===== config.mk =====
export PLATFORM = sky130hd
export DESIGN_NAME = uart_tx
export DESIGN_NICKNAME = d
export VERILOG_FILES = /design/src/uart_tx.sv
export VERILOG_INCLUDE_DIRS = /design/src
export SDC_FILE = /design/constraint.sdc
export NUM_CORES = 1
export LEC_CHECK = 0
export BUFFER_PORTS_ARGS = -buffer_cell sky130_fd_sc_hd__buf_2
export CORE_MARGIN = 3
export CORE_UTILIZATION = 45
export DETAILED_ROUTE_END_ITERATION = 8
export GPL_ROUTABILITY_DRIVEN = 1
export HOLD_SLACK_MARGIN = 0.1
export PLACE_DENSITY = 0.66
export SLEW_MARGIN = 20
export SYNTH_ARGS = -nofsm -noshare
export SYNTH_HDL_FRONTEND = slang
export SYNTH_SLANG_ARGS = --single-unit

===== constraint.sdc =====
create_clock -name clk -period 2.5 [get_ports clk]
set_input_delay 0.125 -clock clk [delete_from_list [all_inputs] [get_ports clk]]
set_output_delay 0.125 -clock clk [all_outputs]
set_load 0.005 [all_outputs]

===== src/cache_cfg.svh =====
`ifndef CACHE_CFG_SVH
`define CACHE_CFG_SVH

// cache geometry
`define CACHE_WORDS_PER_LINE	4
`define CACHE_INDEX_BITS	4
`define CACHE_OFFSET_BITS	($clog2(`CACHE_WORDS_PER_LINE))
`define CACHE_TAG_BITS	(32 - `CACHE_INDEX_BITS - `CACHE_OFFSET_BITS - 2)

// last word address of the instruction region
`define END_INST	32'h0000_00FC

// backing memory
`define MEM_LATENCY	3
`define MEM_WORDS	256

// serial port
`define UART_CLKS_PER_BIT	8

`endif


===== src/uart_tx.sv =====
`timescale 1ns/1ps
`include "cache_cfg.svh"

module uart_tx (
	input  logic       clk,
	input  logic       rst,
	input  logic [7:0] tx_byte,
	input  logic       tx_start,
	output logic       busy,
	output logic       tx
);

	localparam int DIV_W = $clog2(`UART_CLKS_PER_BIT);

	logic [DIV_W-1:0] div;
	logic [3:0] bitn;
	logic [8:0] shreg; // data bits then stop bit

	always_ff @(posedge clk) begin
		if (rst) begin
			busy <= 1'b0;
			tx   <= 1'b1;
			div  <= '0;
			bitn <= '0;
		end else if (!busy) begin
			if (tx_start) begin
				busy <= 1'b1;
				tx   <= 1'b0; // start bit
				div  <= DIV_W'(`UART_CLKS_PER_BIT - 1);
				bitn <= '0;
			end
		end else if (div != '0) begin
			div <= div - 1'b1;
		end else begin
			div <= DIV_W'(`UART_CLKS_PER_BIT - 1);
			if (bitn == 4'd9) begin
				busy <= 1'b0;
				tx   <= 1'b1;
			end else begin
				tx   <= shreg[0];
				bitn <= bitn + 4'd1;
			end
		end
	end

	always_ff @(posedge clk) begin
		if (!busy && tx_start) begin
			shreg <= {1'b1, tx_byte};
		end else if (busy && (div == '0)) begin
			shreg <= shreg >> 1;
		end
	end

endmodule

After elaboration in Yosys (flattened, before gate mapping)
Index checks and enable logic that the tools add are counted.

cells by class
  reduce and logical (&&, ||, !) cells = 9
  add/sub/neg operators = 2
  mux-type cells = 17
  equal/unequal tests = 3

operator list
  cell                                                                 count
  4-bit two-way mux                                                    4
  8-bit two-way mux                                                    2
  3-bit two-way mux                                                    3
  1-bit two-way mux                                                    8
  4-bit by 1-bit adder with 4-bit output (second input constant)       1
  4-bit == test (second input constant)                                1
  2-bit != test (second input constant)                                2
  2-bit nonzero test                                                   2
  3-bit zero test                                                      1
  3-bit AND reduction                                                  1
  3-bit nonzero test                                                   1
  3-bit by 1-bit subtractor with 3-bit output (second input constant)  1
  1-bit logical AND                                                    2
  2-bit AND reduction                                                  1
  1-bit zero test                                                      1

word-level totals
  flip-flop bits (word level) = 18

Depth between registers and ports, before layout
  depth after elaboration = 4
  mapped depth = 6
  mapped depth without buffers = 5

Least setup slack after synthesis
No wires, ideal clock.

  path type = flip-flop to flip-flop
  start = register div[0]
  end = register bitn[3]
  buffers on the path = 1
  stages on the path, launching flop included = 7
  setup slack = 1.122 ns
  arrival = 1.299 ns
  period minus slack after synthesis = 1.378 ns
  path through = dfxtp_1 > inv_1 > ha_1 > and3b_1 > buf_4 > o21a_1 > a211oi_2

between the ends
  cells in the longest elaborated chain, start to end = 3

ends and longest elaborated chain
  item                                  RTL line       text
  from (decl)                           uart_tx.sv:15  logic [DIV_W-1:0] div;
  from (signal assigned)                uart_tx.sv:29  div <= DIV_W'(`UART_CLKS_PER_BIT - 1);
  from (signal assigned)                uart_tx.sv:33  div <= div - 1'b1;
  from (signal assigned)                uart_tx.sv:35  div <= DIV_W'(`UART_CLKS_PER_BIT - 1);
  3-bit nonzero test                    uart_tx.sv:32  end else if (div != '0) begin
  2-bit != test (no source line)        n/a
  3-bit AND reduction (no source line)  n/a
  to (signal assigned)                  uart_tx.sv:41  bitn <= bitn + 4'd1;
  to (decl)                             uart_tx.sv:16  logic [3:0] bitn;

Every way passes these cells.
A chain may end at the register's enable or synchronous reset.

Worst setup path in the final report
  start = register busy
  end = register bitn[0]

between the ends
  cells in the longest elaborated chain, start to end = 2
  elaborated cells between the ends (all ways) = 5
  classes of those cells = 2 x eq/ne; 1 x mux; 2 x reduce/logical

ends and longest elaborated chain
  item                                                                  RTL line       text
  from (decl)                                                           uart_tx.sv:9   output logic busy,
  from (signal assigned)                                                uart_tx.sv:21  busy <= 1'b0;
  from (signal assigned)                                                uart_tx.sv:27  busy <= 1'b1;
  from (signal assigned)                                                uart_tx.sv:37  busy <= 1'b0;
  2-bit != test (no source line) or 2-bit nonzero test (tied branches)  n/a
  3-bit AND reduction (no source line)                                  n/a

Parallel ways exist; a longest one is shown, timed or not.

==> summary.txt <==
Worst setup path
  • WP buf/inv: 1
  • Endpoint class of the critical path: flip-flop
  • CP top delay family: simple AND/OR/NAND/NOR gates
  • CP max stage delay: around 0.38 ns
  • Startpoint Class: flip-flop
  • Crit path DAT: ~1.9 ns
  • Cell breakdown of the critical path: buf_4 -> nand2b_1 -> nand2_1 -> a311oi_1
  • Slowest-stage cell, CP: nand2b_1
  • Worst Path Required: between 2 and 3 ns
  • Crit Path Class: flip-flop to flip-flop
  • Critical path fanouts, max: 16

Yosys
  • Synth Area in Compound Gates: between 10% and 20%
  • Syn. warnings: 0
  • Post-Syn Instances: a little over 90
  • Post-synth EDFFs: 8
  • Mapped Avg Cell Area: roughly 9.5 um2
  • Yosys reg bits: 18
  • Ys flop type: dfxtp_1
  • Net Count, Synth: roughly 110
  • Xor-xnor portion of the synthesized cell area: 0%
  • Synth Area in Adders: around 5.7%
  • Post-synthesis async set-or-reset flop share: 0%
  • Cell Area, Synth: 876 um2
  • Post-synth top area share: a little over a quarter
  • Mux cell area share after synthesis: 0%
  • Simple-gate share of the synthesized area: 24.4%
  • Main combinational cell family by area after synthesis: simple AND/OR/NAND/NOR gates
  • Yosys cell types: 25
  • Dominant cell type by area after synthesis: edfxtp_1
  • Sequential share of the synthesized area: roughly half
  • Top area cells in the synthesized netlist: edfxtp_1 (27%), dfxtp_1 (23%), nand2_1 (12%), ha_1 (5.7%), a311oi_1 (4.0%)

STA
  • Crit share post-route: about two thirds
  • RSZ-0062 raised after global routing: no
  • Final Slew Violations: 0
  • Setup violators final: 0
  • FMAX: 603 MHz
  • Max_slew headroom: between 60% and 70%
  • Worst-Margin Slew: 0.595 ns
  • Final min period: about 1.7 ns
  • Hold Vio Cnt, Final: 0
  • Setup TNS: 0 ns
  • Clock skew: 0.00789 ns

Cells and area
  • Antenna diodes: 0
  • Nets: approximately 130
  • Layout cells sized above 1: between 15 and 20%
  • Most frequent cells in the layout: nand2_1 (28), buf_2 (12), dfxtp_1 (10)
  • Fill cells: around 170
  • Fin area: ~1000 um2
  • P&R area growth vs syn: 17.6%
  • Most common cell after layout, fill and taps aside: nand2_1

Floorplanning
  • I/O pin cnt: 13
  • Die Ht: 50.1 um
  • Std-Cell Core Area: roughly 1800 um2
  • Die W: roughly 50 um
  • Die ar.: between 2000 and 3000 um2
  • Site Rows: 15
  • Initial core utilization: between 40% and 50%

Clock network
  • Clock latency at the later pin of the worst-skew pair: 0.28 ns
  • Hold buffer count at cts: 4
  • Clk slew on worst S/H paths: approximately 0.1 ns
  • Setup Buffers After CTS: 0
  • H-tree levels: 1
  • Root Driver: clkbuf_4
  • TritonCTS Sinks: 18
  • CTS tree: built
  • Clk buf depth: 2
  • Post-CTS Resized: 0
  • CTS Buf Count: 3

Detailed routing
  • Post-route ant nets: 0
  • Routed vias/inst: roughly 5.1
  • DR iter-0 viols: 8
  • Final WL: ~1600 um
  • Total number of vias: 688
  • Drt drc: 0
  • Avg WL per Cell: between 10 and 15 um
  • Initial DRT Pass Iterations: 3

Power and ir drop
  • VDD IR-drop max: around 0.00035 V
  • Power Density: 573 nW/um2
  • Power, Total: 0.000590 W
  • Leakage: 0.445 nW

Global route
  • Total track usage: 13.5%
  • Initial antenna violation count: 0
  • Global route overflow: 0
  • Number of global-route vias before repair: a little over 600
  • Largest net degree at the start of global routing: 17
  • First-pass GRT wire length: around 2600 um

Place
  • IO Port Bufs: 12
  • GPL Wtd Cong: roughly 0.71
  • DP Wirelength: about 1100 um
  • Post-placement cell area: around 940 um2

Outcome
  • Status: completed

Min path
  • Hold Crit Class: primary input to flip-flop

Run
  • Max cap viols: 0
## sequential cells by signal, summed over array words and instances (netlist names)
name,cells
tx,1
busy,1
bitn,4
shreg,9
div,3
## worst paths after layout
path                                         start                    to  slack [ns]  depth (start not counted)
worst min-delay path                    tx_byte[2]    shreg[2]$_DFFE_PP_        0.11                          3
worst min register to register  shreg[0]$_DFFE_PP_       tx$_SDFFE_PP1P_        0.50                          2
worst max register to register     busy$_SDFF_PP0_  bitn[0]$_SDFFE_PP0P_        0.84                          4
worst max-delay path               busy$_SDFF_PP0_  bitn[0]$_SDFFE_PP0P_        0.84                          4
## tightest hold or removal path: cells and delay by family
kind                   cells  cell delay (ns)
and+or+nand+nor            2             0.09
buffers and inverters      1             0.07
## logic make-up after synthesis
logic type / after synthesis
AND/OR/NAND/NOR: 45
flip-flops: 18
AO/OA/AOI/OAI: 17
buffers and inverters: 8
adder cells (fa/ha/maj): 4
## cells in the mapped netlist, drive strengths merged, types with 2 or more instances
master / number
nand2: 28
dfxtp: 10
edfxtp: 8
a311oi: 4
a31oi: 4
buf: 4
ha: 4
nor2: 4
inv: 3
nand2b: 3
nand3: 3
a211oi: 2
and3b: 2
nor3: 2
o21a: 2
o21ai: 2
## layout make-up
type                    instances  area (um2)  share of cell area [%]
multi-input cells              66         393                    38.2
clock buffers                   4        26.3                    2.55
repair buffers                 19         128                    12.4
well taps                      25        31.3                    3.04
inverters                       3        11.3                    1.09
flip-flops and latches         18         440                    42.8
## per-stage QoR
| stage | utilization, % | hold slack (ns) | setup slack (ns) | std cells |
|---|---|---|---|---|
| after floorplan | - | 0.299 | 1.12 | 92 |
| after global placement | 52.9 | 0.384 | 0.890 | 125 |
| after detailed placement | 52.9 | 0.393 | 0.790 | 125 |
| after CTS | 56.6 | 0.102 | 0.787 | 133 |
| after global routing | 57.8 | 0.103 | 0.641 | 135 |
| final | 57.8 | 0.106 | 0.840 | 135 |
## power by group
group	switching, W	total [W]	internal [W]	leakage (nW)
combinational	0.0000524	0.0000946	0.0000422	0.270
sequential	0.0000119	0.000350	0.000339	0.160
clock	0.0000828	0.000145	0.0000618	0.0150
total	0.000147	0.000590	0.000443	0.445
## per-layer routing
layer	share of wire, %	GRT usage [%]	vias to the layer above
met3	3.4	2.72	2
met2	49	22.0	10
met5	0	0	-
met4	0.95	4.15	0
met1	47	17.9	317
li1	-	-	359
Power figures use the tool's default switching activity.
