===== src/cache_cfg.svh =====
`ifndef CACHE_CFG_SVH
`define CACHE_CFG_SVH

// cache geometry
`define CACHE_WORDS_PER_LINE	4
`define CACHE_INDEX_BITS	4
`define CACHE_OFFSET_BITS	($clog2(`CACHE_WORDS_PER_LINE))
`define CACHE_TAG_BITS	(32 - `CACHE_INDEX_BITS - `CACHE_OFFSET_BITS - 2)

// last word address of the instruction region
`define END_INST	32'h0000_00FC

// backing memory
`define MEM_LATENCY	3
`define MEM_WORDS	256

// serial port
`define UART_CLKS_PER_BIT	8

`endif


===== src/cache_pkg.sv =====
package cache_pkg;

	typedef enum logic [2:0] {
		ST_IDLE,
		ST_LOOKUP,
		ST_REFILL,
		ST_WRITE,
		ST_RESPOND
	} ctrl_state_e;

	// order is the order bytes leave on the uart
	typedef enum logic [2:0] {
		SEL_I_ACCESS,
		SEL_I_MISS,
		SEL_D_ACCESS,
		SEL_D_WRITE,
		SEL_D_MISS
	} stat_sel_e;

endpackage


===== src/mem_pkg.sv =====
package mem_pkg;

	// byte address, always word aligned on the memory side
	typedef logic [31:0] addr_t;

	typedef logic [31:0] data_t;

	typedef logic [3:0] strobe_t; // one bit per byte lane

	typedef enum logic {
		MEM_READ,
		MEM_WRITE
	} mem_op_e;

endpackage


===== src/cache_array.sv =====
`timescale 1ns/1ps
`include "cache_cfg.svh"

module cache_array (
	input  logic                          clk,
	input  logic                          rst,
	input  logic [`CACHE_INDEX_BITS-1:0]  index,
	input  logic [`CACHE_OFFSET_BITS-1:0] offset,
	output logic [`CACHE_TAG_BITS-1:0]    rd_tag,
	output logic                          rd_valid,
	output mem_pkg::data_t                rd_word,
	input  logic                          fill_en,
	input  logic [`CACHE_TAG_BITS-1:0]    fill_tag,
	input  mem_pkg::data_t                fill_word,
	input  logic                          fill_last,
	input  logic                          wr_en,
	input  mem_pkg::data_t                wr_word,
	input  mem_pkg::strobe_t              wr_strobe
);

	localparam int LINES = 1 << `CACHE_INDEX_BITS;
	localparam int WORDS = LINES * `CACHE_WORDS_PER_LINE;

	logic [`CACHE_TAG_BITS-1:0] tag_mem [LINES];
	mem_pkg::data_t data_mem [WORDS];
	logic [LINES-1:0] valid;

	always_ff @(posedge clk) begin
		if (rst) begin
			valid <= '0;
		end else if (fill_en) begin
			valid[index] <= fill_last; // line is invalid while partly filled
		end
	end

	always_ff @(posedge clk) begin
		if (fill_en && fill_last) begin
			tag_mem[index] <= fill_tag;
		end
		if (fill_en) begin
			data_mem[{index, offset}] <= fill_word;
		end else if (wr_en) begin
			for (int b = 0; b < 4; b++) begin
				if (wr_strobe[b]) begin
					data_mem[{index, offset}][8*b +: 8] <= wr_word[8*b +: 8];
				end
			end
		end
	end

	// registered lookup
	always_ff @(posedge clk) begin
		rd_tag   <= tag_mem[index];
		rd_valid <= valid[index];
		rd_word  <= data_mem[{index, offset}];
	end

endmodule


===== src/cache_ctrl.sv =====
`timescale 1ns/1ps
`include "cache_cfg.svh"

module cache_ctrl (
	input  logic              clk,
	input  logic              rst,
	input  mem_pkg::addr_t    req_addr,
	input  logic              req_read,
	input  logic              req_write,
	input  mem_pkg::data_t    req_wdata,
	input  mem_pkg::strobe_t  req_strobe,
	output mem_pkg::data_t    rdata,
	output logic              read_response,
	output logic              write_response,
	output logic              mem_req,
	output mem_pkg::mem_op_e  mem_op,
	output mem_pkg::addr_t    mem_addr,
	output mem_pkg::data_t    mem_wdata,
	output mem_pkg::strobe_t  mem_strobe,
	input  logic              mem_ack,
	input  mem_pkg::data_t    mem_rdata,
	output logic              ev_access,
	output logic              ev_miss,
	output logic              ev_write
);

	localparam int OFF_W = `CACHE_OFFSET_BITS;
	localparam int TAG_W = `CACHE_TAG_BITS;

	cache_pkg::ctrl_state_e state;
	logic write_q;
	logic miss_q;
	logic [OFF_W-1:0] fill_cnt;
	mem_pkg::data_t rdata_q;

	logic [TAG_W-1:0] req_tag;
	logic [`CACHE_INDEX_BITS-1:0] req_index;
	logic [OFF_W-1:0] req_off;
	logic [OFF_W-1:0] arr_offset;
	logic [TAG_W-1:0] rd_tag;
	logic rd_valid;
	mem_pkg::data_t rd_word;
	logic hit;
	logic fill_en;
	logic fill_last;
	logic wr_en;

	assign req_tag   = req_addr[31 -: TAG_W];
	assign req_index = req_addr[2 + OFF_W +: `CACHE_INDEX_BITS];
	assign req_off   = req_addr[2 +: OFF_W];

	assign hit        = rd_valid && (rd_tag == req_tag);
	assign arr_offset = (state == cache_pkg::ST_REFILL) ? fill_cnt : req_off;
	assign fill_en    = (state == cache_pkg::ST_REFILL) && mem_ack;
	assign fill_last  = fill_cnt == OFF_W'(`CACHE_WORDS_PER_LINE - 1);
	assign wr_en      = (state == cache_pkg::ST_LOOKUP) && write_q && hit; // write hit merges

	cache_array u_array (
		.clk       (clk),
		.rst       (rst),
		.index     (req_index),
		.offset    (arr_offset),
		.rd_tag    (rd_tag),
		.rd_valid  (rd_valid),
		.rd_word   (rd_word),
		.fill_en   (fill_en),
		.fill_tag  (req_tag),
		.fill_word (mem_rdata),
		.fill_last (fill_last),
		.wr_en     (wr_en),
		.wr_word   (req_wdata),
		.wr_strobe (req_strobe)
	);

	always_ff @(posedge clk) begin
		if (rst) begin
			state    <= cache_pkg::ST_IDLE;
			write_q  <= 1'b0;
			miss_q   <= 1'b0;
			fill_cnt <= '0;
		end else begin
			case (state)
				cache_pkg::ST_IDLE: begin
					if (req_read || req_write) begin
						state   <= cache_pkg::ST_LOOKUP;
						write_q <= req_write;
						miss_q  <= 1'b0;
					end
				end
				cache_pkg::ST_LOOKUP: begin
					if (write_q) begin
						state <= cache_pkg::ST_WRITE; // no allocate on write miss
					end else if (hit) begin
						state <= cache_pkg::ST_RESPOND;
					end else begin
						state    <= cache_pkg::ST_REFILL;
						miss_q   <= 1'b1;
						fill_cnt <= '0;
					end
				end
				cache_pkg::ST_REFILL: begin
					if (mem_ack) begin
						fill_cnt <= fill_cnt + 1'b1;
						if (fill_last) begin
							state <= cache_pkg::ST_RESPOND;
						end
					end
				end
				cache_pkg::ST_WRITE: begin
					if (mem_ack) begin
						state <= cache_pkg::ST_RESPOND;
					end
				end
				default: state <= cache_pkg::ST_IDLE;
			endcase
		end
	end

	// answer word, from the array on a hit or caught during refill
	always_ff @(posedge clk) begin
		if (state == cache_pkg::ST_LOOKUP) begin
			rdata_q <= rd_word;
		end else if (fill_en && (fill_cnt == req_off)) begin
			rdata_q <= mem_rdata;
		end
	end

	assign rdata          = rdata_q;
	assign read_response  = (state == cache_pkg::ST_RESPOND) && !write_q;
	assign write_response = (state == cache_pkg::ST_RESPOND) && write_q;

	assign mem_req    = (state == cache_pkg::ST_REFILL) || (state == cache_pkg::ST_WRITE);
	assign mem_op     = (state == cache_pkg::ST_WRITE) ? mem_pkg::MEM_WRITE : mem_pkg::MEM_READ;
	assign mem_addr   = (state == cache_pkg::ST_WRITE) ? {req_addr[31:2], 2'b00}
	                                                   : {req_tag, req_index, fill_cnt, 2'b00};
	assign mem_wdata  = req_wdata;
	assign mem_strobe = req_strobe;

	assign ev_access = state == cache_pkg::ST_RESPOND;
	assign ev_miss   = (state == cache_pkg::ST_RESPOND) && miss_q;
	assign ev_write  = (state == cache_pkg::ST_RESPOND) && write_q;

endmodule


===== config.mk =====
export PLATFORM = sky130hd
export DESIGN_NAME = cache_ctrl
export DESIGN_NICKNAME = d
export VERILOG_FILES = /design/src/cache_pkg.sv /design/src/mem_pkg.sv /design/src/cache_array.sv /design/src/cache_ctrl.sv
export VERILOG_INCLUDE_DIRS = /design/src
export SDC_FILE = /design/constraint.sdc
export NUM_CORES = 2
export LEC_CHECK = 0
export BUFFER_PORTS_ARGS = -buffer_cell sky130_fd_sc_hd__buf_2
export CORE_UTILIZATION = 46
export CTS_CLUSTER_SIZE = 12
export DETAILED_ROUTE_END_ITERATION = 6
export PLACE_DENSITY = 0.64
export SYNTH_ARGS = -nofsm -noshare
export SYNTH_HDL_FRONTEND = slang
export SYNTH_SLANG_ARGS = --single-unit

===== constraint.sdc =====
create_clock -name clk -period 3.7 [get_ports clk]
set_input_delay 0.37 -clock clk [delete_from_list [all_inputs] [get_ports clk]]
set_output_delay 0.37 -clock clk [all_outputs]
set_load 0.03 [all_outputs]

Yosys cells after proc, flatten, opt, wreduce, memory -nomap -nowiden
Memory sizes are Yosys's and may differ from the RTL's. A register that Yosys moved wholly into a read port is not among the register bits.
Cells that the tools add are included.
{"block": "classes", "n_bitwise": 4, "muxes": 49, "add_sub_neg": 1, "n_eq_ne": 13, "shift": 0, "magnitude_cmp": 2, "multipliers": 0, "reduce_logical": 21, "n_div": 0}
{"cell": "$mux W32", "n": 2}
{"cell": "$mux W8", "n": 4}
{"cell": "$mux W1", "n": 26}
{"cell": "$eq A24 B24 Y1", "n": 1}
{"cell": "$mux W3", "n": 6}
{"cell": "$bwmux W16", "n": 1}
{"cell": "$pmux W3 S4", "n": 1}
{"cell": "$reduce_and A4 Y1", "n": 3}
{"cell": "$logic_and A1 B1 Y1", "n": 10}
{"cell": "$ne A2 B2 Y1 const B", "n": 5}
{"cell": "$mux W2", "n": 4}
{"cell": "$eq A3 B2 Y1 const B", "n": 2}
{"cell": "$reduce_bool A2 Y1", "n": 3}
{"cell": "$lt A4 B5 Y1 const B", "n": 1}
{"cell": "$bmux W1 S4", "n": 1}
{"cell": "$demux W1 S4", "n": 1}
{"cell": "$ge A4 B1 Y1 const B", "n": 1}
{"cell": "$mux W4", "n": 1}
{"cell": "$or A1 B1 Y1", "n": 4}
{"cell": "$pmux W2 S2", "n": 1}
{"cell": "$eq A3 B1 Y1 const B", "n": 1}
{"cell": "$eq A3 B3 Y1 const B", "n": 1}
{"cell": "$logic_not A3 Y1", "n": 1}
{"cell": "$add A2 B1 Y2 const B", "n": 1}
{"cell": "7 further kinds", "n": 8}
{"block": "word_totals", "output_inout_bits": 107, "input_bits": 105, "register_bits": 56, "word_cells": 99, "mem_bits_rw": 2432, "latchBits": 0, "mem_bits_ro": 0, "mem_count": 2}
{"memory": "u_array.data_mem", "depth": 64, "word_bits": 32, "read_ports": 1, "rd_ports_with_merged_regs": 1, "wr": 1, "line": "cache_array.sv:25", "source": "mem_pkg::data_t data_mem [WORDS];"}
{"memory": "u_array.tag_mem", "depth": 16, "word_bits": 24, "read_ports": 1, "rd_ports_with_merged_regs": 1, "wr": 1, "line": "cache_array.sv:24", "source": "logic [`CACHE_TAG_BITS-1:0] tag_mem [LINES];"}

Longest topological paths before layout
{"block": "logic_depth", "depth_word": 7, "depth_mapped": 10, "ltp_nobuf": 6}

Modules after synthesis
A second synthesis with hierarchy kept.
{"block": "hier_totals", "hier_cells": 4818, "area_unflattened_um2": 98300.5}
{"mod": "cache_array", "area_per_inst_um2": 95613.0, "n_inst": 1, "cells_each": 4576, "seq_area_each_um2": 74491.4}
{"mod": "cache_ctrl", "area_per_inst_um2": 2687.6, "n_inst": 1, "cells_each": 242, "seq_area_each_um2": 1101.1}

Worst setup path before layout
Ideal clock, no wire load.
{"block": "synth_path", "path_kind": "input port to flip-flop", "from": "input req_addr[4]", "to": "memory u_array.tag_mem[13][0] (netlist bit) (enable)", "required_time_ns": 3.295, "slack_ns": 0.588, "arrival_ns": 2.707, "stages": 7, "n_path_buf": 5, "setup_ns": 0.405, "path_cell_list": "buf_2 > buf_2 > buf_2 > buf_2 > clkbuf_1 > nand3b_1 > nor2_1"}
{"element": "start: declaration", "line": "cache_ctrl.sv:7", "source": "input mem_pkg::addr_t req_addr,"}
{"element": "end: declaration", "line": "cache_array.sv:24"}
No word-level cell before the write port.

Final worst setup path
{"block": "layout_path", "from": "register state[1]", "to": "register u_array.rd_word[27] (read register of u_array.data_mem)"}
{"block": "layout_via", "elab_chain_len": 2}
{"element": "start: declaration", "line": "cache_ctrl.sv:30", "source": "cache_pkg::ctrl_state_e state;"}
{"element": "start signal: assignment", "line": "cache_ctrl.sv:77", "source": "state <= cache_pkg::ST_IDLE;"}
{"element": "start signal: assignment", "line": "cache_ctrl.sv:85", "source": "state <= cache_pkg::ST_LOOKUP;"}
{"element": "start signal: assignment", "line": "cache_ctrl.sv:92", "source": "state <= cache_pkg::ST_WRITE;"}
{"element": "$eq A3 B2 Y1", "line": "cache_ctrl.sv:53", "source": "assign arr_offset = (state == cache_pkg::ST_REFILL) ? fill_cnt : req_off;"}
{"element": "$mux W2", "line": "cache_ctrl.sv:53"}
{"element": "end: declaration", "line": "cache_array.sv:11", "source": "output mem_pkg::data_t rd_word,"}
Every way passes these cells.
A chain may end at the register's enable or synchronous reset.

==> key figures <==
Finish
  – Nets: 6329
  – Commonest cells after routing, fill and taps aside: edfxtp_1, mux2i_1, o22ai_1
  – Layout cells sized above 1: 20.1%
  – Synth-to-layout area growth: 16.5%
  – Commonest non-fill, non-tap cell in the layout: edfxtp_1
  – Fill cell count: about 17000
  – Fin cells: 9201

Setup path
  – Worst Path Arrival: between 4 and 5 ns
  – RR Startpoint: state[1]$_SDFFE_PP0P_
  – R2R setup slack: roughly 0.29 ns
  – WS Path Type: reg2reg
  – Startpoint types: flop
  – CP Data Required Time: about 4.5 ns
  – Worst Setup SP: state[1]$_SDFFE_PP0P_
  – Worst reg2reg endpoint: u_array.rd_word[27]$_DFF_P_
  – Worst-path fanout max: 47
  – Worst reg2reg path depth: 9
  – Crit. End Element: flop

Synth
  – Top cell type's share of synthesized area: around 75%
  – Area leader, netlist: edfxtp_1
  – Syn Area/Cell: around 18 sq um
  – Top post-synthesis cells by area: edfxtp_1, mux2i_1, mux4_2, o22ai_1, dfxtp_1
  – EDFF count, synth: ~2500
  – Async S/R FF share, synth: 0%
  – Yosys reg bits: 2544
  – Synth Warn #: 0
  – Seq/Total Area, Yosys: between 70% and 80%
  – Most used flip-flop cell after synthesis: edfxtp_1
  – Mapped Area: just under 100000 sq um
  – Cells after synthesis: between 5000 and 6000
  – Post-synth cell types: 53

Route
  – DRC Markers: 0
  – DRT antenna net count: 0
  – Vias per cell: approximately 6
  – Length of the first detailed-routing pass in iterations: 6
  – Final wirelength: 255 mm
  – Drt first-iter violations: 5982
  – Vias: ~54000
  – WL per Instance: 27.7 um

Global routing
  – Tot GR Track Use: 23.2%
  – Vias in the first global route: about 53000
  – Initial antenna violation count: 8
  – Largest net degree at the start of global routing: 65
  – First-pass GRT wire length: ~370 mm
  – Total grt overflow: 0

Clocking
  – CTS tree: yes
  – Clock sinks: 2544
  – CTS H-tree depth: 5
  – Clock Latency Late Sink: approximately 0.90 ns
  – CTS buffer count: around 280
  – Clock slew at reported path FFs: around 0.06 ns
  – Setup Buffers After CTS: 0
  – Hold_buf cts: 63
  – Resized cells post-CTS: 0
  – Clock Path Buffers: 4
  – Clock Tree Root: clkbuf_16

Die
  – Number of cell rows: 169
  – Overall die width: ~470 um
  – Die Y: 465 um
  – IO Count: around 210
  – Initial core utilization: a little under half
  – Die ar.: approximately 220000 sq um
  – Core area: roughly 210000 sq um

Power and ir drop
  – Peak VDD IR: about 0.53 mV
  – Pwr/cell area: roughly 550 nW/um^2
  – Leak: slightly below 40 nW

STA
  – Worst Max-Slew Pin Slew: around 1.1 ns
  – Final Skew: around 0.052 ns
  – Setup violations, final: 0
  – RSZ-0062 raised after global routing: false
  – Tmin final: 3.41 ns
  – Slew HR: ~30%
  – Final Max Tran Viols: 0
  – Setup TNS: 0 ns
  – Final hold vios: 0
  – FMAX: around 300 MHz
  – Fin crit share: around 92%

Flow run
  – Number of max-cap violations: 0

Hold path
  – Hold Path Sink: u_array.data_mem[53][14]$_DFFE_PP_
  – Worst hold path type: in2reg
  – Hold Path Stages: 2
  – Hold_sp: req_wdata[14]

Place
  – # port buffers: roughly 210
  – GPL Wtd Cong: ~0.85
  – Detailed placer's ending HPWL: about 150 mm
  – Placed Instances: between 8000 and 9000

Run status
  – Outcome: complete, no violations
[per-stage QoR]
stage / hold WS (ns) / power [W] / instance area, sq um / worst slack [ns] / util (%)
after floorplan: 0.433 / 0.0361 / 98700 / 0.588 / -
after global placement: 0.458 / 0.0386 / 107000 / 0.253 / 50.1
after detailed placement: 0.453 / 0.0387 / 107000 / 0.243 / 50.1
after CTS: 0.0607 / 0.0630 / 115000 / 0.407 / 54.0
after global routing: 0.101 / 0.0644 / 115000 / 0.277 / 54.0
final: 0.105 / 0.0627 / 115000 / 0.286 / 54.0
[per-layer routing]
| metal | vias to the layer above | share of wire, % | global-route usage (%) | routed length (um) |
|---|---|---|---|---|
| met5 | - | 0.011 | 0 | 27 |
| li1 | 23483 | - | - | - |
| met4 | 4 | 4.2 | 9.57 | 10800 |
| met2 | 2268 | 47 | 36.9 | 121000 |
| met3 | 491 | 7.7 | 4.33 | 19600 |
| met1 | 27648 | 41 | 31.6 | 104000 |
[worst max-delay path, cell delays in order (launching register included)]
cell     delay, ns
dfxtp_1       0.33
nor3b_2       0.17
buf_4         0.27
mux2i_4       0.29
buf_12        0.21
buf_12        0.28
o22ai_1       0.16
o21ai_0       0.44
nand4_1       0.37
or4_1         0.65
[how the worst max path moves through the flow]
stage / to / slack (ns) / cells past startpoint
after floorplan: u_array.tag_mem[13][0]$_DFFE_PP_ / 0.59 / 7
after global placement: u_array.data_mem[54][28]$_DFFE_PP_ / 0.25 / 7
after detailed placement: u_array.data_mem[54][26]$_DFFE_PP_ / 0.24 / 7
after CTS: u_array.data_mem[34][17]$_DFFE_PP_ / 0.41 / 9
after global routing: u_array.rd_word[27]$_DFF_P_ / 0.28 / 9
final: u_array.rd_word[27]$_DFF_P_ / 0.29 / 9
[synthesized netlist by cell type (2+ instances only)]
cell type	n
a21oi_1	81
a221oi_1	32
a22oi_1	64
and2_1	8
buf_1	18
buf_2	89
buf_4	77
clkbuf_1	226
dfxtp_1	80
edfxtp_1	2464
inv_1	3
mux2_2	67
mux2i_1	937
mux4_2	125
nand2_1	111
nand2b_1	8
nand3_1	7
nand4_1	38
nor2_1	323
nor2b_1	8
nor3_1	46
nor3b_1	3
nor4_1	2
o21ai_0	163
o21ai_1	36
o22ai_1	448
or2_2	36
or4_1	33
xnor2_1	15
xor2_1	11
[cells by family (layout without fill, tap and decap cells)]
group                    Yosys count  count (layout)  synth area share (%)
adder cells (fa/ha/maj)            1               1                0.0127
flip-flops                      2544            2544                  76.6
buffers and inverters            414            1206                  1.99
XOR/XNOR                          26              26                 0.231
multiplexers                    1132            1132                  13.2
AO/OA/AOI/OAI                    832             832                  5.10
AND/OR/NAND/NOR                  632             632                  2.91
other                              1               7               0.00380
[power breakdown]
group | switching [W] | internal [W] | total [W]
clock network | 0.0103 | 0.0142 | 0.0245
registers | 0.000186 | 0.0320 | 0.0322
logic | 0.00397 | 0.00203 | 0.00600
total | 0.0145 | 0.0482 | 0.0627
[state kept, by name (all words and copies together), names as in the netlist]
name              count
fill_cnt              2
u_array.rd_word      32
miss_q                1
u_array.rd_valid      1
u_array.rd_tag       24
write_q               1
state                 3
u_array.data_mem   2048
rdata                32
u_array.valid        16
u_array.tag_mem     384
[final cells by class]
type	instances	area (sq um)	area share [%]
Clock inverter	36	210	0.183
Tap cell	2821	3530	3.07
Sequential cell	2544	75600	65.8
Multi-Input combinational cell	2625	21400	18.6
Antenna cell	5	12.5	0.0109
Clock buffer	393	7560	6.58
Inverter	3	11.3	0.00980
Timing Repair Buffer	774	6600	5.74
Note: power is estimated with default switching activity, not from simulation.
