File: config.mk
export PLATFORM = sky130hd
export DESIGN_NAME = perf_counter
export DESIGN_NICKNAME = d
export VERILOG_FILES = /design/src/cache_cfg.svh /design/src/cache_pkg.sv /design/src/perf_counter.sv
export SDC_FILE = /design/constraint.sdc
export NUM_CORES = 1
export LEC_CHECK = 0
export CAP_MARGIN = 0
export CORE_UTILIZATION = 63
export DETAILED_ROUTE_END_ITERATION = 12
export DONT_BUFFER_PORTS = 1
export PLACE_DENSITY = 0.85
export SYNTH_ARGS = -nofsm -noshare
export SYNTH_HDL_FRONTEND = slang
export SYNTH_SLANG_ARGS = --single-unit
export TNS_END_PERCENT = 20
File: constraint.sdc
create_clock -name clk -period 3.32 [get_ports clk]
set_input_delay 0.332 -clock clk [delete_from_list [all_inputs] [get_ports clk]]
set_output_delay 0.332 -clock clk [all_outputs]
set_load 0.03 [all_outputs]
File: src/cache_cfg.svh
`ifndef CACHE_CFG_SVH
`define CACHE_CFG_SVH

// cache geometry
`define CACHE_WORDS_PER_LINE	4
`define CACHE_INDEX_BITS	4
`define CACHE_OFFSET_BITS	($clog2(`CACHE_WORDS_PER_LINE))
`define CACHE_TAG_BITS	(32 - `CACHE_INDEX_BITS - `CACHE_OFFSET_BITS - 2)

// last word address of the instruction region
`define END_INST	32'h0000_00FC

// backing memory
`define MEM_LATENCY	3
`define MEM_WORDS	256

// serial port
`define UART_CLKS_PER_BIT	8

`endif

File: src/cache_pkg.sv
package cache_pkg;

	typedef enum logic [2:0] {
		ST_IDLE,
		ST_LOOKUP,
		ST_REFILL,
		ST_WRITE,
		ST_RESPOND
	} ctrl_state_e;

	// order is the order bytes leave on the uart
	typedef enum logic [2:0] {
		SEL_I_ACCESS,
		SEL_I_MISS,
		SEL_D_ACCESS,
		SEL_D_WRITE,
		SEL_D_MISS
	} stat_sel_e;

endpackage

File: src/perf_counter.sv
`timescale 1ns/1ps

module perf_counter (
	input  logic       clk,
	input  logic       rst,
	input  logic       i_access,
	input  logic       i_miss,
	input  logic       d_access,
	input  logic       d_write,
	input  logic       d_miss,
	input  logic       dump,
	output logic [7:0] tx_byte,
	output logic       tx_start,
	input  logic       tx_busy,
	output logic       dumping
);

	localparam int NUM_STATS = int'(cache_pkg::SEL_D_MISS) + 1;

	logic [15:0] cnt [NUM_STATS];
	logic [15:0] snap [NUM_STATS];
	logic [NUM_STATS-1:0] ev;
	cache_pkg::stat_sel_e sel;
	logic hi;
	logic last_sent;

	assign ev = {d_miss, d_write, d_access, i_miss, i_access}; // matches stat_sel_e

	always_ff @(posedge clk) begin
		if (rst) begin
			for (int i = 0; i < NUM_STATS; i++) begin
				cnt[i] <= '0;
			end
		end else begin
			for (int i = 0; i < NUM_STATS; i++) begin
				if (ev[i] && (cnt[i] != 16'hffff)) begin
					cnt[i] <= cnt[i] + 16'd1;
				end
			end
		end
	end

	always_ff @(posedge clk) begin
		if (!dumping && dump) begin
			snap <= cnt;
		end
	end

	always_ff @(posedge clk) begin
		if (rst) begin
			dumping   <= 1'b0;
			tx_start  <= 1'b0;
			sel       <= cache_pkg::SEL_I_ACCESS;
			hi        <= 1'b0;
			last_sent <= 1'b0;
		end else begin
			tx_start <= 1'b0;
			if (!dumping) begin
				if (dump) begin
					dumping   <= 1'b1;
					sel       <= cache_pkg::SEL_I_ACCESS;
					hi        <= 1'b0;
					last_sent <= 1'b0;
				end
			end else if (!tx_busy && !tx_start) begin
				if (last_sent) begin
					dumping <= 1'b0; // last frame has left the uart
				end else begin
					tx_start <= 1'b1;
					hi       <= !hi;
					if (hi) begin
						if (sel == cache_pkg::SEL_D_MISS) begin
							last_sent <= 1'b1;
						end else begin
							sel <= cache_pkg::stat_sel_e'(sel + 3'd1);
						end
					end
				end
			end
		end
	end

	// low byte first
	always_ff @(posedge clk) begin
		if (dumping && !tx_busy && !tx_start && !last_sent) begin
			tx_byte <= hi ? snap[sel][15:8] : snap[sel][7:0];
		end
	end

endmodule

======== After elaboration in Yosys (flattened, before gate mapping) ========
Index checks and enable logic that the tools add are counted.
cells by class
  $add $sub $neg .......................... 6
  multipliers ............................. 0
  div/mod/pow operators ................... 0
  magnitude comparators ................... 1
  eq/ne operators ......................... 10
  shift operators ......................... 0
  mux-type cells .......................... 23
  bitwise gates (word level) .............. 3
  reduce and logical (&&, ||, !) cells .... 20
operator list
  kind                                                                     number
  16-bit by 1-bit adder with 16-bit output, second input constant          5
  16-bit inequality test, second input constant                            5
  16-bit binary-select mux with 3-bit select                               1
  16-bit two-way mux                                                       2
  3-bit two-way mux                                                        6
  1-bit two-way mux                                                        13
  1-bit logical AND                                                        10
  8-bit two-way mux                                                        1
  1-bit logical NOT                                                        5
  5-bit AND reduction                                                      1
  4-bit greater-or-equal comparator, second input constant                 1
  2-bit by 1-bit inequality test with 1-bit output, second input constant  2
  2-bit inequality test, second input constant                             2
  3-bit NOT with 4-bit output                                              1
  3-bit by 1-bit adder with 3-bit output, second input constant            1
  3-bit == test, second input constant                                     1
  3-bit AND reduction                                                      1
  3-bit OR reduction                                                       1
  1-bit NOT                                                                2
  2-bit AND reduction                                                      1
  2-bit nonzero test                                                       1
storage, ports and cells
  register bits after elaboration ......... 175
  bits in latches ......................... 0
  memory bits (writable) .................. 0
  memory bits (read-only) ................. 0
  output and inout port bits .............. 10
  memories kept ........................... 0

======== Longest topological paths before layout ========
Gate-level depths: netlist (run 1).
  depth after elaboration ................. 6
  depth in mapped cells ................... 8
  depth with buffers taken out ............ 6

======== Worst setup path before layout (run 1) ========
No wires, ideal clock.
  path kind ............................... reg-to-reg
  start point ............................. reg dumping
  end point ............................... reg sel[2]
  setup time .............................. 99 ps
  data arrival time ....................... 2387 ps
  required time ........................... 3221 ps
  setup slack ............................. 835 ps
  cell stages (with the launch flop) ...... 6
  clock period less this slack ............ 2485 ps
  path through ............................ dfxtp_1 > nand2b_1 > inv_2 > a41oi_1 > or3_1 > a211oi_1
between the ends
  word-level cells in the longest chain between the ends .. 2
  elaborated cells on any way between the ends .. 7
RTL lines
  item                                                           line                text
  start: declaration                                             perf_counter.sv:15  output logic dumping
  start signal: assignment                                       perf_counter.sv:51  dumping <= 1'b0;
  start signal: assignment                                       perf_counter.sv:60  dumping <= 1'b1;
  start signal: assignment                                       perf_counter.sv:67  dumping <= 1'b0;
  2-bit inequality test (no line), or another cell as far along  --
  5-bit AND reduction (no line)                                  --
  end signal: assignment                                         perf_counter.sv:53  sel <= cache_pkg::SEL_I_ACCESS;
  end signal: assignment                                         perf_counter.sv:61  sel <= cache_pkg::SEL_I_ACCESS;
  end signal: assignment                                         perf_counter.sv:75  sel <= cache_pkg::stat_sel_e'(sel + 3'd1);
  end: declaration                                               perf_counter.sv:23  cache_pkg::stat_sel_e sel;
Several ways; a longest one is shown, not always the timed one.
A chain may end at the register's enable or synchronous reset.

======== Final worst setup path (run 1) ========
  start point ............................. reg cnt[48] in the netlist's numbering
  end point ............................... reg cnt[49] in the netlist's numbering
between the ends
  word-level cells in the longest chain between the ends .. 2
  elaborated cells on any way between the ends .. 3
RTL lines
  item                                                                                              line                text
  start: declaration                                                                                perf_counter.sv:20  logic [15:0] cnt [NUM_STATS];
  start signal: indexed assignment                                                                  perf_counter.sv:37  cnt[i] <= cnt[i] + 16'd1;
  parallel branches: the longest is 2 deep, another holds 16-bit by 1-bit adder with 16-bit output  --
Parallel ways; which one is timed is not known.

==> results of run 1 <==
==> final cells by class <==
type / instances / area (um^2)
well taps: 143 / 178.9
repair buffers: 5 / 72.57
inverters: 18 / 67.56
flip-flops and latches: 175 / 4384
clock inverters: 6 / 111.4
clock buffers: 26 / 563.0
multi-input cells: 428 / 3123
fillers: 706 / 3162
==> worst paths after layout <==
path / from / end / slack (ps) / cells after the start
max reg2reg: cnt[48]$_SDFFE_PP0P_ / cnt[49]$_SDFFE_PP0P_ / 1050 / 5
min reg2reg: cnt[17]$_SDFFE_PP0P_ / snap[17]$_DFFE_PP_ / 490 / 0
max: cnt[48]$_SDFFE_PP0P_ / cnt[49]$_SDFFE_PP0P_ / 1050 / 5
min: rst / cnt[43]$_SDFFE_PP0P_ / 30 / 1
==> cells in the mapped netlist, types with 4 or more instances <==
cell       n  area, um^2
buf_2      5       25.02
o21ai_0   18       90.09
mux2i_1   26       260.3
nor2_1    32       120.1
mux4_2    16       360.4
nor3_1     7       35.03
and4_1     9       78.83
nand3_1   25       125.1
a21oi_1   49       245.2
o21ai_1    9       45.04
nand4_1   22       137.6
inv_1     16       60.06
clkbuf_1  11       41.29
o41ai_1    4       35.03
nor4_1     9       56.30
edfxtp_1  88        2643
nand4_2    4       50.05
buf_1      4       15.01
xor2_1     9       78.83
and3_1    12       75.07
nand2_1   40       150.1
o41ai_2    4       65.06
o22ai_1    8       50.05
nor2b_1    6       37.54
dfxtp_1   87        1742
or3_1     24       150.1
or4_1     19       142.6
a211oi_1   4       30.03
o31ai_1   18       135.1
ha_1       7       87.58
and2_1     5       31.28
==> layer usage <==
layer  GRT usage [%]  vias to the layer above
met1           36.46                     2680
met3           6.425                       34
li1                -                     2553
met4           9.600                        0
met5               0                        -
met2           47.45                      316
==> worst max-delay path, cell delays in order, from the launching register on <==
cell and delay (ps):
dfxtp_1 380, ha_1 240, nand4_1 270, o41ai_2 930, mux2i_1 270, nor2_1 60
==> state kept, by name, summed over array words and instances, names as in the netlist <==
signal     count
cnt           80
snap          80
tx_byte        8
sel            3
dumping        1
hi             1
last_sent      1
tx_start       1
==> logic make-up (layout without fill, tap and decap cells) <==
kind of cell             count (synthesis)  in the layout  share of synthesized area, %
multiplexers                            47             47                         8.820
XOR/XNOR                                11             11                         1.255
AND/OR/NAND/NOR                        225            225                         17.38
adder cells (fa/ha/maj)                  7              7                         1.141
AO/OA/AOI/OAI                          138            138                         12.10
flip-flops                             175            175                         57.12
buffers and inverters                   40             55                         2.185
==> layout by cell type (no fill, tap or decap), types with 12 or more instances in the layout <==
master,instances
nand2_1,40
and3_1,12
nor2_1,32
a21oi_1,49
mux2i_1,26
clkbuf_16,20
inv_1,16
o21ai_0,18
nand4_1,22
mux4_2,16
or4_1,19
edfxtp_1,88
o31ai_1,18
nand3_1,25
dfxtp_1,87
or3_1,24
==> timing repair <==
action	in CTS	in global routing
endpoints found under the setup margin	0	0
hold buffers	2	0
gates resized for setup	0	0
hold endpoints to repair	70	0
==> metrics by stage <==
stage               util, %  setup slack (ps)  power [mW]  hold WS (ps)  instance area, um^2
detailed placement    66.78              1032       2.640         417.1                 7789
finish                72.89              1045       4.835         32.05                 8501
CTS                   72.89              1022       4.852         4.026                 8501
floorplan                 -             834.6       2.596         443.8                 7675
global placement      66.78              1176       2.628         414.0                 7789
global route          72.89             809.4       4.960         21.90                 8501
==> power groups by stage <==
stage | Clock [mW] | Combinational, mW | Sequential, mW
after floorplan | 0 | 0.165 | 2.43
after global placement | 0 | 0.181 | 2.45
after detailed placement | 0 | 0.190 | 2.45
after CTS | 2.23 | 0.215 | 2.41
after global routing | 2.31 | 0.232 | 2.41
final | 2.21 | 0.215 | 2.41
==> results by group, run 1 <==
Die
  • Core area: roughly 12000 um^2
  • # rows: 39
  • Die area: 12630 um^2
  • Starting Density: about two thirds
  • I/O pin cnt: 19
  • Die Wd: around 110 um
  • Die Y: between 100 and 150 um

Global route
  • Total track usage: 28.26%
  • Initial antenna violation count: 0
  • Vias in the first global route: ~5100
  • First-pass GRT wire length: 27260 um
  • Largest net degree at the start of global routing: 71
  • Aggregate global routing overflow: 0

Clock tree
  • Worst-path clk slew: ~60 ps
  • Clk buf depth: 2
  • Num CTS Buffers: 17
  • Num Clock Sinks: ~180
  • TritonCTS clock tree: done
  • CTS root buffer: clkbuf_16
  • Clk_lat worst skew: around 430 ps
  • Number of H-tree levels: 4
  • Setup repair bufs after CTS: 0

Final layout
  • Nets: roughly 660
  • Post-Layout Cell Count: between 800 and 900
  • N_diodes: 0
  • Share of cells above drive strength 1: between 10 and 15%
  • Area Overhead vs Synth: 10.76%

Place
  • Port bufs: 0
  • Cells after DPL: around 770
  • GP Congestion: 0.8647
  • HPWL Detailed: approximately 10000 um

Setup path
  • Worst endpoint data arrival time: 2580 ps
  • Critical Path Source Type: flop
  • Crit end category: flop
  • Crit path kind: flop to flop
  • CP required: about 3600 ps
  • Max FO, Critical Path: 12

Power
  • Pwr/cell area: about 570 nW/um^2
  • Pleak: between 2 and 3 nW
  • Power share of the combinational group: roughly 4.4%
  • Clock Power Share: a little under half
  • Sw Share: 20.53%
  • Net Switching: about 990 uW
  • Internal power: between 3 and 4 mW
  • Seq pwr share: roughly half
  • Worst vdd ir: roughly 360 uV

Status
  • Outcome: finished, final reports clean

Synth
  • Synth Flop Type: edfxtp_1
  • Synthesis-stage register bit count: ~180
  • Sequential cell area fraction in the yosys report: a little under three fifths
  • Synth async-reset ratio: 0%
  • Unique masters post-synth: 61
  • Ys Warns: 0
  • Per-instance average area after synthesis: ~12 um^2
  • Syn Nets: about 660
  • Post-synthesis instance total: between 600 and 700
  • Syn Std Cell Area: around 7700 um^2
  • Post-synth EDFFs: between 80 and 90

STA
  • Max Clock Skew: 7.010 ps
  • Final hold vios: 0
  • Tcrit/Tclk final: roughly two thirds
  • Final setup violation count: 0
  • Final count of pins violating max slew: 0
  • Setup TNS: 0 ps
  • Worst rel slew slack: approximately 37%
  • RSZ-0062 raised after global routing: no
  • Max Clk Rate: 439.6 MHz
  • Worst Tran Pin Value: between 900 and 1000 ps
  • Minimum clock period: 2275 ps

Detailed routing
  • Met3 Wirelength: 1217 um
  • Vias/cell: 6.970
  • DR WL met2: about 8500 um
  • Vias: around 5600
  • Post-DRT Antenna Nets: 0
  • Routed WL: roughly 17000 um
  • WL per Instance: roughly 21 um
  • DRC violations left: 0
  • Met1 wire length: between 6000 and 7000 um
  • Pre-antenna DRT Iters: 7
  • Detailed router's first-iteration violation count: slightly below 900
  • Highest layer used for signal routing: met4

Run
  • Max_cap viols: 0

Hold path
  • Hold Crit Class: input port to flop
No activity file was read; power rests on OpenSTA's default activity.
==> run 2: changes to the inputs <==
--- a/config.mk
+++ b/config.mk
@@ -6,10 +6,10 @@
 export NUM_CORES = 1
 export LEC_CHECK = 0
 export CAP_MARGIN = 0
-export CORE_UTILIZATION = 63
+export CORE_UTILIZATION = 57
 export DETAILED_ROUTE_END_ITERATION = 12
 export DONT_BUFFER_PORTS = 1
-export PLACE_DENSITY = 0.85
+export PLACE_DENSITY = 0.81
 export SYNTH_ARGS = -nofsm -noshare
 export SYNTH_HDL_FRONTEND = slang
 export SYNTH_SLANG_ARGS = --single-unit
==> constraint.sdc (replaced) <==
create_clock -name clk -period 2.01 [get_ports clk]
set_input_delay 0.201 -clock clk [delete_from_list [all_inputs] [get_ports clk]]
set_output_delay 0.201 -clock clk [all_outputs]
set_load 0.03 [all_outputs]
==> run 2 against run 1 <==
Net effect:
- setup slack worse by 910 ps
- clock power up 46%
- core utilization down 7.7 points
- global-route usage down 3.7 points
- maximum frequency up 21%
- sequential power up 64%
- wire length down 3.8%
- critical path type unchanged
- largest cell class unchanged
- highest routed layer unchanged
==> results by group, run 2 (synthesis gave the netlist of run 1 again) <==
STA
  • Final hold vios: 0 (unchanged)
  • Final setup violation count: 0 (unchanged)
  • Max Clock Skew: 12.41 ps (+5.405 ps)
  • Max Clk Rate: 533.4 MHz (+21%)
  • RSZ-0062 raised after global routing: no
  • Worst rel slew slack: 67.35% (+31 points)
  • Final count of pins violating max slew: 0 (unchanged)
  • Worst Tran Pin Value: 477.4 ps (-465.8 ps)
  • Minimum clock period: 1875 ps (-400.0 ps)
  • Tcrit/Tclk final: 93.28% (+25 points)
  • Setup TNS: 0 ps (unchanged)

Setup path
  • Critical Path Source Type: flop
  • Reg2Reg Launch Point: cnt[16]$_SDFFE_PP0P_
  • Worst endpoint data arrival time: 2240 ps (-340 ps)
  • Crit end category: flop
  • Worst-path cell with the longest stage delay: or4_1
  • CP required: 2370 ps (-1260 ps)
  • Cell breakdown of the critical path: ha_1 > and4_1 > nand3_1 > or4_1 > a21oi_1
  • R2r setup slk: 140 ps (-910 ps)
  • Crit path kind: flop to flop
  • CP peak stage delay: 530 ps (-400 ps)
  • Max FO, Critical Path: 6 (-6)
  • Critical R2R Capture: cnt[30]$_SDFFE_PP0P_
  • R2R depth: 5 (unchanged)

Detailed routing
  • Detailed router's first-iteration violation count: 691 (-21%)
  • WL per Instance: 18.92 um (-9.5%)
  • Pre-antenna DRT Iters: 5 (-2)
  • DRC violations left: 0 (unchanged)
  • Vias/cell: 6.505 (-6.7%)
  • Post-DRT Antenna Nets: 0 (unchanged)
  • Routed WL: 16120 um (-3.8%)
  • Vias: 5542 (-0.73%)

Die
  • I/O pin cnt: 19 (unchanged)
  • Die Wd: 118.0 um (+5.0%)
  • Die area: 13930 um^2 (+10%)
  • Starting Density: 58.19% (-7.6 points)
  • Die Y: 118.0 um (+5.0%)
  • Core area: 13190 um^2 (+13%)
  • # rows: 42 (+7.7%)

Clock tree
  • Num CTS Buffers: 17 (unchanged)
  • Clk_lat worst skew: 430 ps (about the same)
  • Worst-path clk slew: 60 ps (about the same)
  • Clk buf depth: 2 (unchanged)
  • Number of H-tree levels: 4 (unchanged)
  • Num Clock Sinks: 175 (unchanged)
  • CTS root buffer: clkbuf_16
  • TritonCTS clock tree: done

Global route
  • First-pass GRT wire length: 26530 um (-2.7%)
  • Total track usage: 24.56% (-3.7 points)
  • Global route hottest layer: met2
  • Initial antenna violation count: 0 (unchanged)
  • GR Util met3: 6.008% (-0.42 points)
  • Largest net degree at the start of global routing: 80 (+13%)
  • Met2 Use GR: 39.12% (-8.3 points)
  • Aggregate global routing overflow: 0 (unchanged)
  • Met1 Usage GRT: 31.35% (-5.1 points)
  • Vias in the first global route: 5214 (+2.1%)

Final layout
  • Leading cell type in the layout, fill and taps excluded: edfxtp_1
  • Area Overhead vs Synth: 12.02%
  • Nets: 679 (+2.7%)
  • Largest regs: cnt: 80 flops, snap: 80 flops, tx_byte: 8 flops
  • Most frequent cells in the layout: 88 x edfxtp_1, 87 x dfxtp_1, 49 x a21oi_1
  • N_diodes: 0 (unchanged)
  • Share of cells above drive strength 1: 12.72% (+1.6 points)
  • Design area: 8597 um^2 (+1.1%)

Place
  • GP Congestion: 0.9008 (+4.2%)
  • Placed cell area: 7933 um^2 (+1.8%)
  • Port bufs: 0 (unchanged)
  • HPWL Detailed: 10240 um (about the same)

Power
  • Post-layout total power: 7.574 mW (+57%)
  • Pleak: 2.941 nW (+1.1%)
  • Pwr/cell area: 881.0 nW/um^2 (+55%)
  • Worst vdd ir: 655.5 uV (+83%)

Hold path
  • Hold Crit Depth: 3 (+2)
  • Hold Crit Endpoint: cnt[65]$_SDFFE_PP0P_
  • Hold Path Origin: i_access
  • Hold Crit Class: input port to flop

Run
  • Max_cap viols: 0 (unchanged)

Status
  • Outcome: finished, final reports clean
-- run 2: final cells by class --
type / count / area (um^2)
fill: 920 / 4593
clock inverter: 12 / 143.9
sequential: 175 / 4384
tap: 176 / 220.2
timing repair buffer: 23 / 215.2
inverter: 18 / 72.57
clock buffer: 20 / 436.7
multi-input combinational: 428 / 3124
-- run 2: worst max-delay path by stage --
| stage | start | end | slack, ps | cells past startpoint |
|---|---|---|---|---|
| 3_3_place_gp | sel[0]$_SDFFE_PP0P_ | tx_byte[2]$_DFFE_PP_ | 280 | 4 |
| 5_1_grt | cnt[16]$_SDFFE_PP0P_ | cnt[30]$_SDFFE_PP0P_ | 20 | 5 |
| 3_5_place_dp | cnt[48]$_SDFFE_PP0P_ | cnt[63]$_SDFFE_PP0P_ | 170 | 6 |
| 6_report | cnt[16]$_SDFFE_PP0P_ | cnt[30]$_SDFFE_PP0P_ | 140 | 5 |
| 2_1_floorplan | dumping$_SDFF_PP0_ | sel[2]$_SDFFE_PP0P_ | 50 | 5 |
| 4_1_cts | cnt[48]$_SDFFE_PP0P_ | cnt[63]$_SDFFE_PP0P_ | 130 | 6 |
-- run 2: timing repair --
item                                    in CTS  in global routing
setup buffers                                0                  2
endpoints found under the setup margin       0                  6
gates resized for setup                      0                  1
hold endpoints to repair                    78                  0
hold buffers                                 5                  0
-- run 2: metal layers --
| layer | share of wire [%] | wire (um) |
|---|---|---|
| met5 | 0 | 0 |
| met4 | 3.9 | 625 |
| met3 | 5.9 | 946 |
| met2 | 48 | 7760 |
| met1 | 42 | 6787 |
-- run 2: power by group --
part	internal, mW	total, mW	leakage [nW]	switching, mW
logic	0.162	0.383	1.09	0.221
clock network	1.94	3.23	0.275	1.29
registers	3.88	3.96	1.58	0.0793
total	5.98	7.57	2.94	1.59
-- run 2: critical path, delay by kind of cell, from the launching register on --
kind                     cells  cell delay (ps)
AO/OA/AOI/OAI                1              150
AND/OR/NAND/NOR              3             1040
adder cells (fa/ha/maj)      1              240
flip-flops                   1              390
-- run 2: stage by stage --
step	utilization, %	std cells	setup WS [ps]	hold slack, ps
global route	65.18	852	24.77	17.51
floorplan	-	643	45.39	387.9
detailed placement	60.14	813	168.7	285.9
CTS	65.05	850	134.0	1.242
finish	65.18	852	135.1	9.045
global placement	60.14	813	282.6	283.4
